## config.mk

```make
export PLATFORM = sky130hd
export DESIGN_NAME = fpmul_apb_top
export DESIGN_NICKNAME = d
export VERILOG_FILES = /design/src/verilog/apb_pkg.sv /design/src/verilog/fp_pkg.sv /design/src/verilog/apb_regs.sv /design/src/verilog/exp_calc.sv /design/src/verilog/fpmul_apb_top.sv /design/src/verilog/fpmul_core.sv /design/src/verilog/mant_mul.sv /design/src/verilog/norm_pack.sv
export SDC_FILE = /design/constraint.sdc
export NUM_CORES = 2
export LEC_CHECK = 0
export BUFFER_PORTS_ARGS = -buffer_cell sky130_fd_sc_hd__buf_2
export CAP_MARGIN = 20
export CORE_UTILIZATION = 62
export DETAILED_ROUTE_END_ITERATION = 8
export GPL_ROUTABILITY_DRIVEN = 0
export PLACE_DENSITY_LB_ADDON = 0.25
export SYNTH_ARGS = -nofsm -noshare
export SYNTH_HDL_FRONTEND = slang
export SYNTH_SLANG_ARGS = --single-unit
```

## constraint.sdc

```tcl
create_clock -name clk -period 13.1 [get_ports clk]
set_input_delay 0.655 -clock clk [delete_from_list [all_inputs] [get_ports clk]]
set_output_delay 0.655 -clock clk [all_outputs]
set_load 0.01 [all_outputs]
```

## src/verilog/apb_pkg.sv

```systemverilog
package apb_pkg;

	localparam int ADDR_W = 5;
	localparam int DATA_W = 32;

	// register map, word aligned
	localparam logic [ADDR_W-1:0] REG_OP_A   = 5'h00;
	localparam logic [ADDR_W-1:0] REG_OP_B   = 5'h04;
	localparam logic [ADDR_W-1:0] REG_CTRL   = 5'h08;
	localparam logic [ADDR_W-1:0] REG_STATUS = 5'h0C;
	localparam logic [ADDR_W-1:0] REG_RESULT = 5'h10;

	// bit positions inside REG_STATUS
	localparam int STAT_BUSY = 0;
	localparam int STAT_DONE = 1;
	localparam int STAT_OVF  = 2;
	localparam int STAT_UNF  = 3;

	typedef struct packed {
		logic              psel;
		logic              penable;
		logic              pwrite;
		logic [ADDR_W-1:0] paddr;
		logic [DATA_W-1:0] pwdata;
	} apb_req_t;

	typedef struct packed {
		logic [DATA_W-1:0] prdata;
		logic              pready;
		logic              pslverr;
	} apb_rsp_t;

endpackage

```

## src/verilog/fp_pkg.sv

```systemverilog
package fp_pkg;

	// IEEE 754 single precision field widths
	localparam int EXP_W    = 8;
	localparam int FRAC_W   = 23;
	localparam int MANT_W   = FRAC_W + 1;   // hidden one in front of the fraction
	localparam int PROD_W   = 2 * MANT_W;
	localparam int EXP_BIAS = 127;
	localparam int EXP_MAX  = 255;          // exponent field of an infinity

	// width of the signed exponent sum, holds -126 up to 383 plus the normalization step
	localparam int ESUM_W   = EXP_W + 2;

	typedef struct packed {
		logic              sign;
		logic [EXP_W-1:0]  exp;
		logic [FRAC_W-1:0] frac;
	} fp32_t;

	// exp is two's complement, read it through $signed
	typedef struct packed {
		logic              sign;
		logic              zero;   // one of the operands has exponent field zero
		logic [ESUM_W-1:0] exp;
	} exp_sum_t;

	typedef struct packed {
		fp32_t word;
		logic  ovf;
		logic  unf;
	} mul_res_t;

endpackage

```

## src/verilog/apb_regs.sv

```systemverilog
`timescale 1ns/10ps
module apb_regs import fp_pkg::*, apb_pkg::*; (
	input  logic     clk,
	input  logic     arst_n,
	input  apb_req_t apb_req,
	output apb_rsp_t apb_rsp,
	output logic     start,
	output fp32_t    op_a,
	output fp32_t    op_b,
	input  logic     done,
	input  mul_res_t res
);
	logic              access;
	logic              wr_en;
	logic              wr_ro;
	logic              addr_ok;
	logic              start_req;
	logic              busy;
	logic              stat_done;
	logic              stat_ovf;
	logic              stat_unf;
	fp32_t             result;
	logic [DATA_W-1:0] status;
	logic [DATA_W-1:0] rdata;

	assign access = apb_req.psel & apb_req.penable;   // access phase of a transfer
	assign wr_en  = access & apb_req.pwrite;
	assign wr_ro  = (apb_req.paddr == REG_STATUS) | (apb_req.paddr == REG_RESULT);

	// a start while the core is busy is dropped without an error
	assign start_req = wr_en & (apb_req.paddr == REG_CTRL) & apb_req.pwdata[0] & ~busy;

	always_comb begin
		status            = '0;
		status[STAT_BUSY] = busy;
		status[STAT_DONE] = stat_done;
		status[STAT_OVF]  = stat_ovf;
		status[STAT_UNF]  = stat_unf;
	end

	always_comb begin
		addr_ok = 1'b1;
		case (apb_req.paddr)
			REG_OP_A:   rdata = op_a;
			REG_OP_B:   rdata = op_b;
			REG_CTRL:   rdata = '0;   // control is write only
			REG_STATUS: rdata = status;
			REG_RESULT: rdata = result;
			default: begin
				rdata   = '0;
				addr_ok = 1'b0;
			end
		endcase
	end

	assign apb_rsp.prdata  = rdata;
	assign apb_rsp.pready  = 1'b1;   // no wait states
	assign apb_rsp.pslverr = access & (~addr_ok | (apb_req.pwrite & wr_ro));

	always_ff @(posedge clk or negedge arst_n) begin
		if (!arst_n) begin
			op_a <= '0;
			op_b <= '0;
		end else if (wr_en) begin
			if (apb_req.paddr == REG_OP_A)
				op_a <= fp32_t'(apb_req.pwdata);
			if (apb_req.paddr == REG_OP_B)
				op_b <= fp32_t'(apb_req.pwdata);
		end
	end

	always_ff @(posedge clk or negedge arst_n) begin
		if (!arst_n) begin
			start     <= 1'b0;
			busy      <= 1'b0;
			stat_done <= 1'b0;
			stat_ovf  <= 1'b0;
			stat_unf  <= 1'b0;
			result    <= '0;
		end else begin
			start <= start_req;
			if (start_req) begin
				busy      <= 1'b1;
				stat_done <= 1'b0;
				stat_ovf  <= 1'b0;
				stat_unf  <= 1'b0;
			end else if (done) begin
				busy      <= 1'b0;
				stat_done <= 1'b1;
				stat_ovf  <= res.ovf;
				stat_unf  <= res.unf;
				result    <= res.word;
			end
		end
	end

	// only one product in flight, so a start never follows a busy cycle
	a_start_idle: assert property (@(posedge clk) disable iff (!arst_n) start |-> !$past(busy));
	// the core only answers a start that this block issued
	a_done_busy: assert property (@(posedge clk) disable iff (!arst_n) done |-> busy);

endmodule

```

## src/verilog/exp_calc.sv

```systemverilog
`timescale 1ns/10ps
module exp_calc import fp_pkg::*; (
	input  fp32_t    a,
	input  fp32_t    b,
	output exp_sum_t sum
);
	logic              a_zero;
	logic              b_zero;
	logic [ESUM_W-1:0] exp_a;
	logic [ESUM_W-1:0] exp_b;
	logic [ESUM_W-1:0] bias;

	// denormals are flushed, so a zero exponent field means a zero operand
	assign a_zero = (a.exp == '0);
	assign b_zero = (b.exp == '0);

	assign exp_a = ESUM_W'(a.exp);   // zero extended, both fields are unsigned
	assign exp_b = ESUM_W'(b.exp);
	assign bias  = ESUM_W'(EXP_BIAS);

	assign sum.sign = a.sign ^ b.sign;
	assign sum.zero = a_zero | b_zero;

	// one bias too many after the addition, the result may go negative
	assign sum.exp  = exp_a + exp_b - bias;

endmodule

```

## src/verilog/fpmul_apb_top.sv

```systemverilog
`timescale 1ns/10ps
module fpmul_apb_top import fp_pkg::*, apb_pkg::*; (
	input  logic     clk,
	input  logic     arst_n,
	input  apb_req_t apb_req,
	output apb_rsp_t apb_rsp
);
	logic     start;
	logic     done;
	fp32_t    op_a;
	fp32_t    op_b;
	mul_res_t res;

	apb_regs apb_regs_i (
		.clk     (clk),
		.arst_n  (arst_n),
		.apb_req (apb_req),
		.apb_rsp (apb_rsp),
		.start   (start),
		.op_a    (op_a),
		.op_b    (op_b),
		.done    (done),
		.res     (res)
	);

	fpmul_core fpmul_core_i (
		.clk    (clk),
		.arst_n (arst_n),
		.start  (start),
		.op_a   (op_a),
		.op_b   (op_b),
		.done   (done),
		.res    (res)
	);

endmodule

```

## src/verilog/fpmul_core.sv

```systemverilog
`timescale 1ns/10ps
module fpmul_core import fp_pkg::*; (
	input  logic     clk,
	input  logic     arst_n,
	input  logic     start,
	input  fp32_t    op_a,
	input  fp32_t    op_b,
	output logic     done,
	output mul_res_t res
);
	exp_sum_t          sum0;
	exp_sum_t          sum1;
	exp_sum_t          sum2;
	logic              v1;
	logic              v2;
	logic              v3;
	logic [FRAC_W-1:0] frac_a1;
	logic [FRAC_W-1:0] frac_b1;
	logic [MANT_W-1:0] mant_a;
	logic [MANT_W-1:0] mant_b;
	logic [PROD_W-1:0] prod0;
	logic [PROD_W-1:0] prod2;
	mul_res_t          res0;
	mul_res_t          res3;

	exp_calc exp_calc_i (.a(op_a), .b(op_b), .sum(sum0));

	// hidden one comes back only for nonzero operands
	assign mant_a = {~sum1.zero, frac_a1};
	assign mant_b = {~sum1.zero, frac_b1};

	mant_mul #(.WIDTH(MANT_W)) mant_mul_i (.x(mant_a), .y(mant_b), .p(prod0));

	norm_pack norm_pack_i (.prod(prod2), .sum(sum2), .res(res0));

	always_ff @(posedge clk or negedge arst_n) begin
		if (!arst_n) begin
			v1 <= 1'b0;
			v2 <= 1'b0;
			v3 <= 1'b0;
		end else begin
			v1 <= start;
			v2 <= v1;
			v3 <= v2;
		end
	end

	always_ff @(posedge clk or negedge arst_n) begin
		if (!arst_n) begin
			frac_a1 <= '0;
			frac_b1 <= '0;
			sum1    <= '0;
			prod2   <= '0;
			sum2    <= '0;
			res3    <= '0;
		end else begin
			frac_a1 <= op_a.frac;   // stage 1
			frac_b1 <= op_b.frac;
			sum1    <= sum0;
			prod2   <= prod0;       // stage 2
			sum2    <= sum1;
			res3    <= res0;        // stage 3
		end
	end

	assign done = v3;
	assign res  = res3;

	// fixed latency, the pipeline never stalls
	a_lat_fwd: assert property (@(posedge clk) disable iff (!arst_n) start |-> ##3 done);
	a_lat_bwd: assert property (@(posedge clk) disable iff (!arst_n) done |-> $past(start, 3));

endmodule

```

## src/verilog/mant_mul.sv

```systemverilog
`timescale 1ns/10ps
module mant_mul import fp_pkg::*; #(
	parameter int WIDTH = MANT_W
) (
	input  logic [WIDTH-1:0]   x,
	input  logic [WIDTH-1:0]   y,
	output logic [2*WIDTH-1:0] p
);

	generate
		if (WIDTH > 6) begin : g_split
			// half width, rounded up so that odd widths split as well
			localparam int HW = (WIDTH + 1) / 2;

			logic [HW-1:0]   x_lo;
			logic [HW-1:0]   x_hi;
			logic [HW-1:0]   y_lo;
			logic [HW-1:0]   y_hi;
			logic [2*HW-1:0] pp_ll;
			logic [2*HW-1:0] pp_lh;
			logic [2*HW-1:0] pp_hl;
			logic [2*HW-1:0] pp_hh;

			assign x_lo = x[HW-1:0];
			assign x_hi = HW'(x[WIDTH-1:HW]);
			assign y_lo = y[HW-1:0];
			assign y_hi = HW'(y[WIDTH-1:HW]);

			mant_mul #(.WIDTH(HW)) mul_hl_i (.x(x_hi), .y(y_lo), .p(pp_hl));
			mant_mul #(.WIDTH(HW)) mul_ll_i (.x(x_lo), .y(y_lo), .p(pp_ll));
			mant_mul #(.WIDTH(HW)) mul_hh_i (.x(x_hi), .y(y_hi), .p(pp_hh));
			mant_mul #(.WIDTH(HW)) mul_lh_i (.x(x_lo), .y(y_hi), .p(pp_lh));

			// cross terms sit one half up, the high product two halves up
			assign p = (2*WIDTH)'(pp_ll)
				+ ((2*WIDTH)'(pp_hl) << HW)
				+ ((2*WIDTH)'(pp_lh) << HW)
				+ ((2*WIDTH)'(pp_hh) << (2*HW));
		end else begin : g_direct
			assign p = x * y;   // leaf block, small enough for a plain array multiplier
		end
	endgenerate

endmodule

```

## src/verilog/norm_pack.sv

```systemverilog
`timescale 1ns/10ps
module norm_pack import fp_pkg::*; (
	input  logic [PROD_W-1:0] prod,
	input  exp_sum_t          sum,
	output mul_res_t          res
);
	logic                     norm_shift;
	logic [FRAC_W-1:0]        frac;
	logic signed [ESUM_W-1:0] exp_fin;

	// product of two values in [1,2) lies in [1,4), so at most one bit of shift
	assign norm_shift = prod[PROD_W-1];

	// bits below the kept fraction are dropped, which truncates toward zero
	assign frac = norm_shift ? prod[PROD_W-2 -: FRAC_W] : prod[PROD_W-3 -: FRAC_W];

	assign exp_fin = sum.exp + ESUM_W'(norm_shift);

	always_comb begin
		res.word.sign = sum.sign;
		res.word.exp  = exp_fin[EXP_W-1:0];
		res.word.frac = frac;
		res.ovf       = 1'b0;
		res.unf       = 1'b0;
		if (sum.zero) begin
			res.word.exp  = '0;   // signed zero, no flag
			res.word.frac = '0;
		end else if (exp_fin >= EXP_MAX) begin
			res.word.exp  = EXP_W'(EXP_MAX);
			res.word.frac = '0;
			res.ovf       = 1'b1;
		end else if (exp_fin <= 0) begin
			// no subnormal results, everything below the normal range goes to zero
			res.word.exp  = '0;
			res.word.frac = '0;
			res.unf       = 1'b1;
		end
	end

endmodule
```

Word-level counts from Yosys, hierarchy flattened
Index checks and enable logic that the tools add are counted.

word-level totals
  register bits = 256
  latch bits = 0
  bits in writable memories = 0
  bits in read-only memories = 0
  output and inout port bits = 34
  memories = 0

cells by class
  $add $sub $neg = 18
  multiply operators = 16
  divide/modulo/power cells = 0
  $lt $le $gt $ge = 2
  equality and inequality tests = 4
  shifts and indexed selects = 0
  muxes and demuxes = 18
  bitwise operators = 15
  reductions and logical operators = 8

operator list
  operator              count
  $mul 6x6->12          16
  $pmux 32 s4           1
  $add 24x18->24        4
  $add 24x24->24        4
  $mux 31               3
  $add 12x18->19        4
  $add 48x48->48        1
  $add 37x36->38        1
  $add 24x36->37        1
  $mux 23               1
  $logic_not 8->1       2
  $mux 1                12
  $add 10x1->10         1
  $eq 5x4->1 const B    2
  $ge 10x9->1 const B   1
  $le 10x1->1 const B   1
  $sub 9x7->10 const B  1
  $add 8x8->9           1
  $and 1x1->1           7
  $reduce_and 2->1      3
  $eq 5x3->1 const B    1
  $eq 5x5->1 const B    1
  $logic_not 5->1       1
  $reduce_or 5->1       1
  5 further kinds       10

Logic depth before layout (Yosys ltp)
  word-level depth = 8
  mapped depth = 45

By module
A second synthesis with hierarchy kept.

unflattened totals
  cells, all modules = 3428
  area total of the unflattened synthesis = 33432.1 µm²

by module, submodules not included
  module                                                                     times used  cells each  area an instance (µm²)  sequential area each (µm²)
  mant_mul at fpmul_core_i.mant_mul_i.g_split.mul_hh_i.g_split.mul_hh_i ...  8           131         1097.3                  0.0
  apb_regs                                                                   1           325         4520.6                  2527.4
  mant_mul at fpmul_core_i.mant_mul_i.g_split.mul_ll_i.g_split.mul_hh_i ...  4           126         1106.1                  0.0
  fpmul_core                                                                 1           156         3882.5                  3878.7
  mant_mul at fpmul_core_i.mant_mul_i.g_split.mul_lh_i.g_split.mul_hl_i ...  3           128         1106.1                  0.0
  mant_mul at fpmul_core_i.mant_mul_i.g_split.mul_hh_i ...                   3           103         902.1                   0.0
  mant_mul at fpmul_core_i.mant_mul_i                                        1           261         2099.5                  0.0
  mant_mul at fpmul_core_i.mant_mul_i.g_split.mul_lh_i.g_split.mul_hh_i      1           128         1108.6                  0.0
  mant_mul at fpmul_core_i.mant_mul_i.g_split.mul_ll_i                       1           133         1069.8                  0.0
  norm_pack                                                                  1           121         1049.8                  0.0
  exp_calc                                                                   1           59          474.2                   0.0

Least setup slack after synthesis
OpenSTA, ideal clock, no wires.

  path kind = reg2reg
  start point = register fpmul_core_i.frac_a1[5]
  end point = register fpmul_core_i.prod2[41]
  library setup time = 0.131 ns
  arrival time = 9.776 ns
  slack = 3.193 ns
  stages on the path, launching flop included = 44
  buffers on the path = 1
  cells stage by stage = dfrtp_1 clkbuf_1 and2_1 fa_1 inv_1 fa_1 inv_1 fa_1 ha_1 ha_1 nand4_1 o21bai_1 a21o_1 a21oi_1 o21ai_1 o41ai_2 nor2_1 xor2_1 [8 not listed] xnor2_1 fa_1 ha_1 nor4_1 o211ai_1 o211ai_1 o211ai_1 a21oi_1 xnor2_1 ha_1 and3_1 a221oi_2 a211oi_2 o21a_1 o21a_1 o311ai_4 nor2_1 xor2_1

between the ends
  word-level cells in the longest chain between the ends = 7

ends and longest elaborated chain
  item                                     line              RTL
  start: declaration                       fpmul_core.sv:17  logic [FRAC_W-1:0] frac_a1;
  start signal: assignment                 fpmul_core.sv:57  frac_a1 <= op_a.frac;
  $mul 6x6->12                             mant_mul.sv:40    assign p = x * y;
  $add 12x18->19                           mant_mul.sv:36    + ((2*WIDTH)'(pp_hl) << HW)
  $add 24x18->24                           mant_mul.sv:37    + ((2*WIDTH)'(pp_lh) << HW)
  $add 24x24->24                           mant_mul.sv:38    + ((2*WIDTH)'(pp_hh) << (2*HW));
  $add 24x36->37                           mant_mul.sv:36
  $add 37x36->38 *                         mant_mul.sv:37
  $add 48x48->48 *                         mant_mul.sv:38
  named net fpmul_core_i.mant_mul_i.p[41]  mant_mul.sv:7     output logic [2*WIDTH-1:0] p
  end signal: assignment                   fpmul_core.sv:60  prod2 <= prod0;
  end: declaration                         fpmul_core.sv:22  logic [PROD_W-1:0] prod2;

The timed path passes the listed nets; every way through them passes the cells marked *.
A chain may end at the register's enable or synchronous reset.

Worst setup path in the final report
  start point = register fpmul_core_i.frac_b1[0]
  end point = register fpmul_core_i.prod2[43]

between the ends
  word-level cells in the longest chain between the ends = 7

ends and longest elaborated chain
  item                                     line              RTL
  start: declaration                       fpmul_core.sv:18  logic [FRAC_W-1:0] frac_b1;
  start signal: assignment                 fpmul_core.sv:58  frac_b1 <= op_b.frac;
  $mul 6x6->12                             mant_mul.sv:40
  $add 12x18->19                           mant_mul.sv:36
  $add 24x18->24                           mant_mul.sv:37
  $add 24x24->24                           mant_mul.sv:38
  $add 24x36->37 *                         mant_mul.sv:36
  $add 37x36->38 *                         mant_mul.sv:37
  $add 48x48->48 *                         mant_mul.sv:38
  named net fpmul_core_i.mant_mul_i.p[43]  mant_mul.sv:7

Marked as above.

==> results_dict.tcl <==
set metrics [dict create \
    status "complete, no violations" \
    fill_cells 4124 \
    post-place-ws_ns 1.53 \
    clock_latency_ns 0.53 \
    synth_cell_types 86 \
    max_stage_delay_ns 0.68 \
    endpoint_kind "flip-flop" \
    crit_type "reg2reg" \
    drtAntennaViolNets 0 \
    syn_inst 3407 \
    vdd.ir_drop.worst_uv 114 \
    cts.path.max_buffers 3 \
    root_buffer "clkbuf_16" \
    synth_top_area_share_pct 20.9 \
    post_cts_buffers 0 \
    io_buffers 74 \
    num_rows 83 \
    worstHoldPathType "in2async" \
    yosys_warnings 0 \
    cp_data_required_time_ns 13.51 \
    grt_pass1_wl_mm 128 \
    die_area_um2 52700 \
    post-route-period-util_pct 89.4 \
    cts_buffers 23 \
    h-tree-depth 1 \
    die_y_um 230 \
    cp-start-kind "flip-flop" \
    slew_violations 0 \
    drt_pass1_iterations 8 \
    fin_skew_ns 0.0180 \
    grt_max_degree 145 \
    fin_cells 4121 \
    die_w_um 230 \
    grt_pass1_vias 25700 \
    fin_crit_ns 11.72 \
    drt_iter0_drc 1590 \
    dp_cells 4081 \
    power.total_mw 2.30 \
    area_growth_pct 5.86 \
    max_freq_ghz 0.0854 \
    fin_setup_tns_ns 0 \
    final_layout_size_suffix_gt1_share_pct 8.37 \
    hpwl_mm 59.5 \
    tritoncts "yes" \
    start_util_pct 62.6 \
    synth_area_per_cell_um2 9.43 \
    synth.area.top_cells "fa_1 (21%), ha_1 (19%), dfrtp_1 (18%), and2_1 (6.1%), inv_1 (5.9%)" \
    cp.arrival_ns 12.12 \
    max_cap_viol_count 0 \
    grt_overflow 0 \
    synthesis.area_um2 32100 \
    max_slew_margin_pct 26.5 \
    routedWlPerCell_um 18.8 \
    worstMarginPinSlew_ns 1.10 \
    synthArstFlopShare_pct 100 \
    whs_ns 0.267 \
    rrSetupSlack_ns 1.38 \
    hold_viol 0 \
    rsz0062_at_grt "false" \
    cp_slowest_cell "dfrtp_1" \
    cts_sinks 233 \
    antenna_found_initial 4 \
    yosys_register_bits 233 \
    via_per_inst 5.81 \
    wirelength_mm 77.4 \
    io_pins 76 \
    cts_hold_buffers 0 \
    multi_input_area_um2 23900 \
    path_max_fanout 23 \
    cts_resized 0 \
    ys.flop_type "dfrtp_1" \
    final_nets 4288 \
    synth-seq-area-share_pct 18.2 \
    setup_viol 0 \
    vias 23900 \
    power-per-cell-area_nw_per_um2 67.7 \
    synth_nets 4268 \
    finalWorstSetupSlack_ns 1.38 \
    clkTransAtPathRegs_ns 0.06 \
    track_usage_pct 30.1 \
    synth_edf_count 0 \
    diodes 0 \
    drc 0 \
    yosys.area.top_type "fa_1" \
    regArea_um2 5830 \
    p_leak_nw 19.1 \
    core-area_um2 51300 \
]
==> final timing paths <==
kind,start,to,cells past startpoint
max,fpmul_core_i.frac_b1[0]$_DFF_PN0_,fpmul_core_i.prod2[43]$_DFF_PN0_,43
max reg2reg,fpmul_core_i.frac_b1[0]$_DFF_PN0_,fpmul_core_i.prod2[43]$_DFF_PN0_,43
min reg2reg,fpmul_core_i.sum1[7]$_DFF_PN0_,fpmul_core_i.sum2[7]$_DFF_PN0_,0
max in group asynchronous,arst_n,fpmul_core_i.frac_a1[15]$_DFF_PN0_,3
min,arst_n,apb_regs_i.op_a[28]$_DFFE_PN0P_,1
min in group clk,fpmul_core_i.sum1[7]$_DFF_PN0_,fpmul_core_i.sum2[7]$_DFF_PN0_,0
==> state kept, by name (all words and copies together), names as in the netlist, 12 cells and up <==
signal	cells
fpmul_core_i.sum2	12
apb_regs_i.result	32
apb_regs_i.op_b	32
fpmul_core_i.frac_b1	23
fpmul_core_i.frac_a1	23
fpmul_core_i.sum1	12
apb_regs_i.op_a	32
fpmul_core_i.res	34
fpmul_core_i.prod2	25
==> area by class of cell <==
| cell class | instances | area share (%) |
|---|---|---|
| Inverter | 502 | 5.54 |
| Sequential cell | 233 | 17.1 |
| Clock buffer | 31 | 1.90 |
| Multi-Input combinational cell | 2548 | 70.4 |
| Timing Repair Buffer | 119 | 2.17 |
| Tap cell | 680 | 2.50 |
| Clock inverter | 8 | 0.324 |
==> cells in the final DEF (no fill, tap or decap), types with 24 or more instances in the layout <==
| master | instances |
|---|---|
| a21o_1 | 41 |
| a21oi_1 | 112 |
| a222oi_1 | 28 |
| and2_1 | 314 |
| buf_2 | 73 |
| buf_4 | 44 |
| dfrtp_1 | 233 |
| fa_1 | 335 |
| ha_1 | 484 |
| inv_1 | 502 |
| mux2_2 | 89 |
| mux2i_1 | 29 |
| nand2_1 | 282 |
| nand2b_1 | 33 |
| nand3_1 | 24 |
| nor2_1 | 143 |
| nor2b_1 | 54 |
| nor3_1 | 37 |
| o21a_1 | 38 |
| o21ai_0 | 84 |
| xnor2_1 | 139 |
| xor2_1 | 63 |
==> synth_stat cells, types with 4 or more instances <==
| cell | instances |
|---|---|
| or3_1 | 9 |
| mux2i_1 | 29 |
| nand4_1 | 9 |
| nand2b_1 | 33 |
| buf_2 | 7 |
| nor3_1 | 39 |
| nor3_2 | 4 |
| o21bai_1 | 15 |
| fa_1 | 335 |
| dfrtp_1 | 233 |
| o211ai_1 | 11 |
| a21o_1 | 41 |
| and3_1 | 7 |
| a211oi_1 | 15 |
| clkbuf_1 | 115 |
| a222oi_1 | 28 |
| a211o_1 | 4 |
| xor2_1 | 63 |
| a21oi_1 | 112 |
| xnor2_1 | 139 |
| nand3_1 | 24 |
| nor2b_1 | 54 |
| o21ai_1 | 9 |
| a22oi_1 | 5 |
| nor2_1 | 144 |
| o31a_1 | 11 |
| ha_1 | 484 |
| and2_1 | 314 |
| o21a_1 | 38 |
| a21boi_1 | 4 |
| a31oi_1 | 6 |
| mux2_1 | 5 |
| or2_2 | 12 |
| o21ai_0 | 84 |
| o22ai_1 | 4 |
| inv_1 | 502 |
| mux2_2 | 89 |
| nor4_1 | 6 |
| a21boi_0 | 12 |
| nand2_1 | 282 |
==> metrics by stage <==
| step | instance area [um2] | util [%] |
|---|---|---|
| floorplan | 32100 | - |
| global placement | 33200 | 64.8 |
| detailed placement | 33200 | 64.8 |
| CTS | 34000 | 66.2 |
| global route | 34000 | 66.3 |
| finish | 34000 | 66.3 |
==> cell families (layout without fill, tap and decap cells) <==
kind of cell,after synthesis,in the layout,share of synthesized area (%)
muxes,123,123,4.20
xor gates and xnor gates,202,202,5.51
buffers and inverters,626,660,7.37
adders and majority gates,819,819,39.7
DFF,233,233,18.2
other,1,1,0.0117
AOI/OAI and AO/OA,452,452,9.82
and+or+nand+nor,951,951,15.2
==> critical path, delay by kind of cell, from the launching register on <==
family / cells / cell delay [ns]
AO/OA/AOI/OAI: 19 / 4.90
XOR/XNOR: 4 / 0.66
adder cells (fa/ha/maj): 10 / 3.99
buffers and inverters: 2 / 0.12
flip-flops: 1 / 0.68
AND/OR/NAND/NOR: 8 / 1.28
==> where the power goes <==
group	leakage (nW)	internal [mW]	switching [mW]	total (mW)
Clock	0.367	0.386	0.278	0.665
Combinational	15.6	0.284	0.454	0.738
Sequential	3.14	0.811	0.0889	0.900
==> per-layer routing <==
| layer | vias to the layer above | GRT usage, % | part of all wire, % |
|---|---|---|---|
| met4 | 4 | 10.8 | 3.8 |
| met5 | - | 0 | 0.028 |
| met2 | 604 | 53.6 | 50 |
| met1 | 12000 | 37.8 | 42 |
| met3 | 181 | 2.83 | 4.5 |
| li1 | 11100 | - | - |
(Power assumes the default switching activity.)
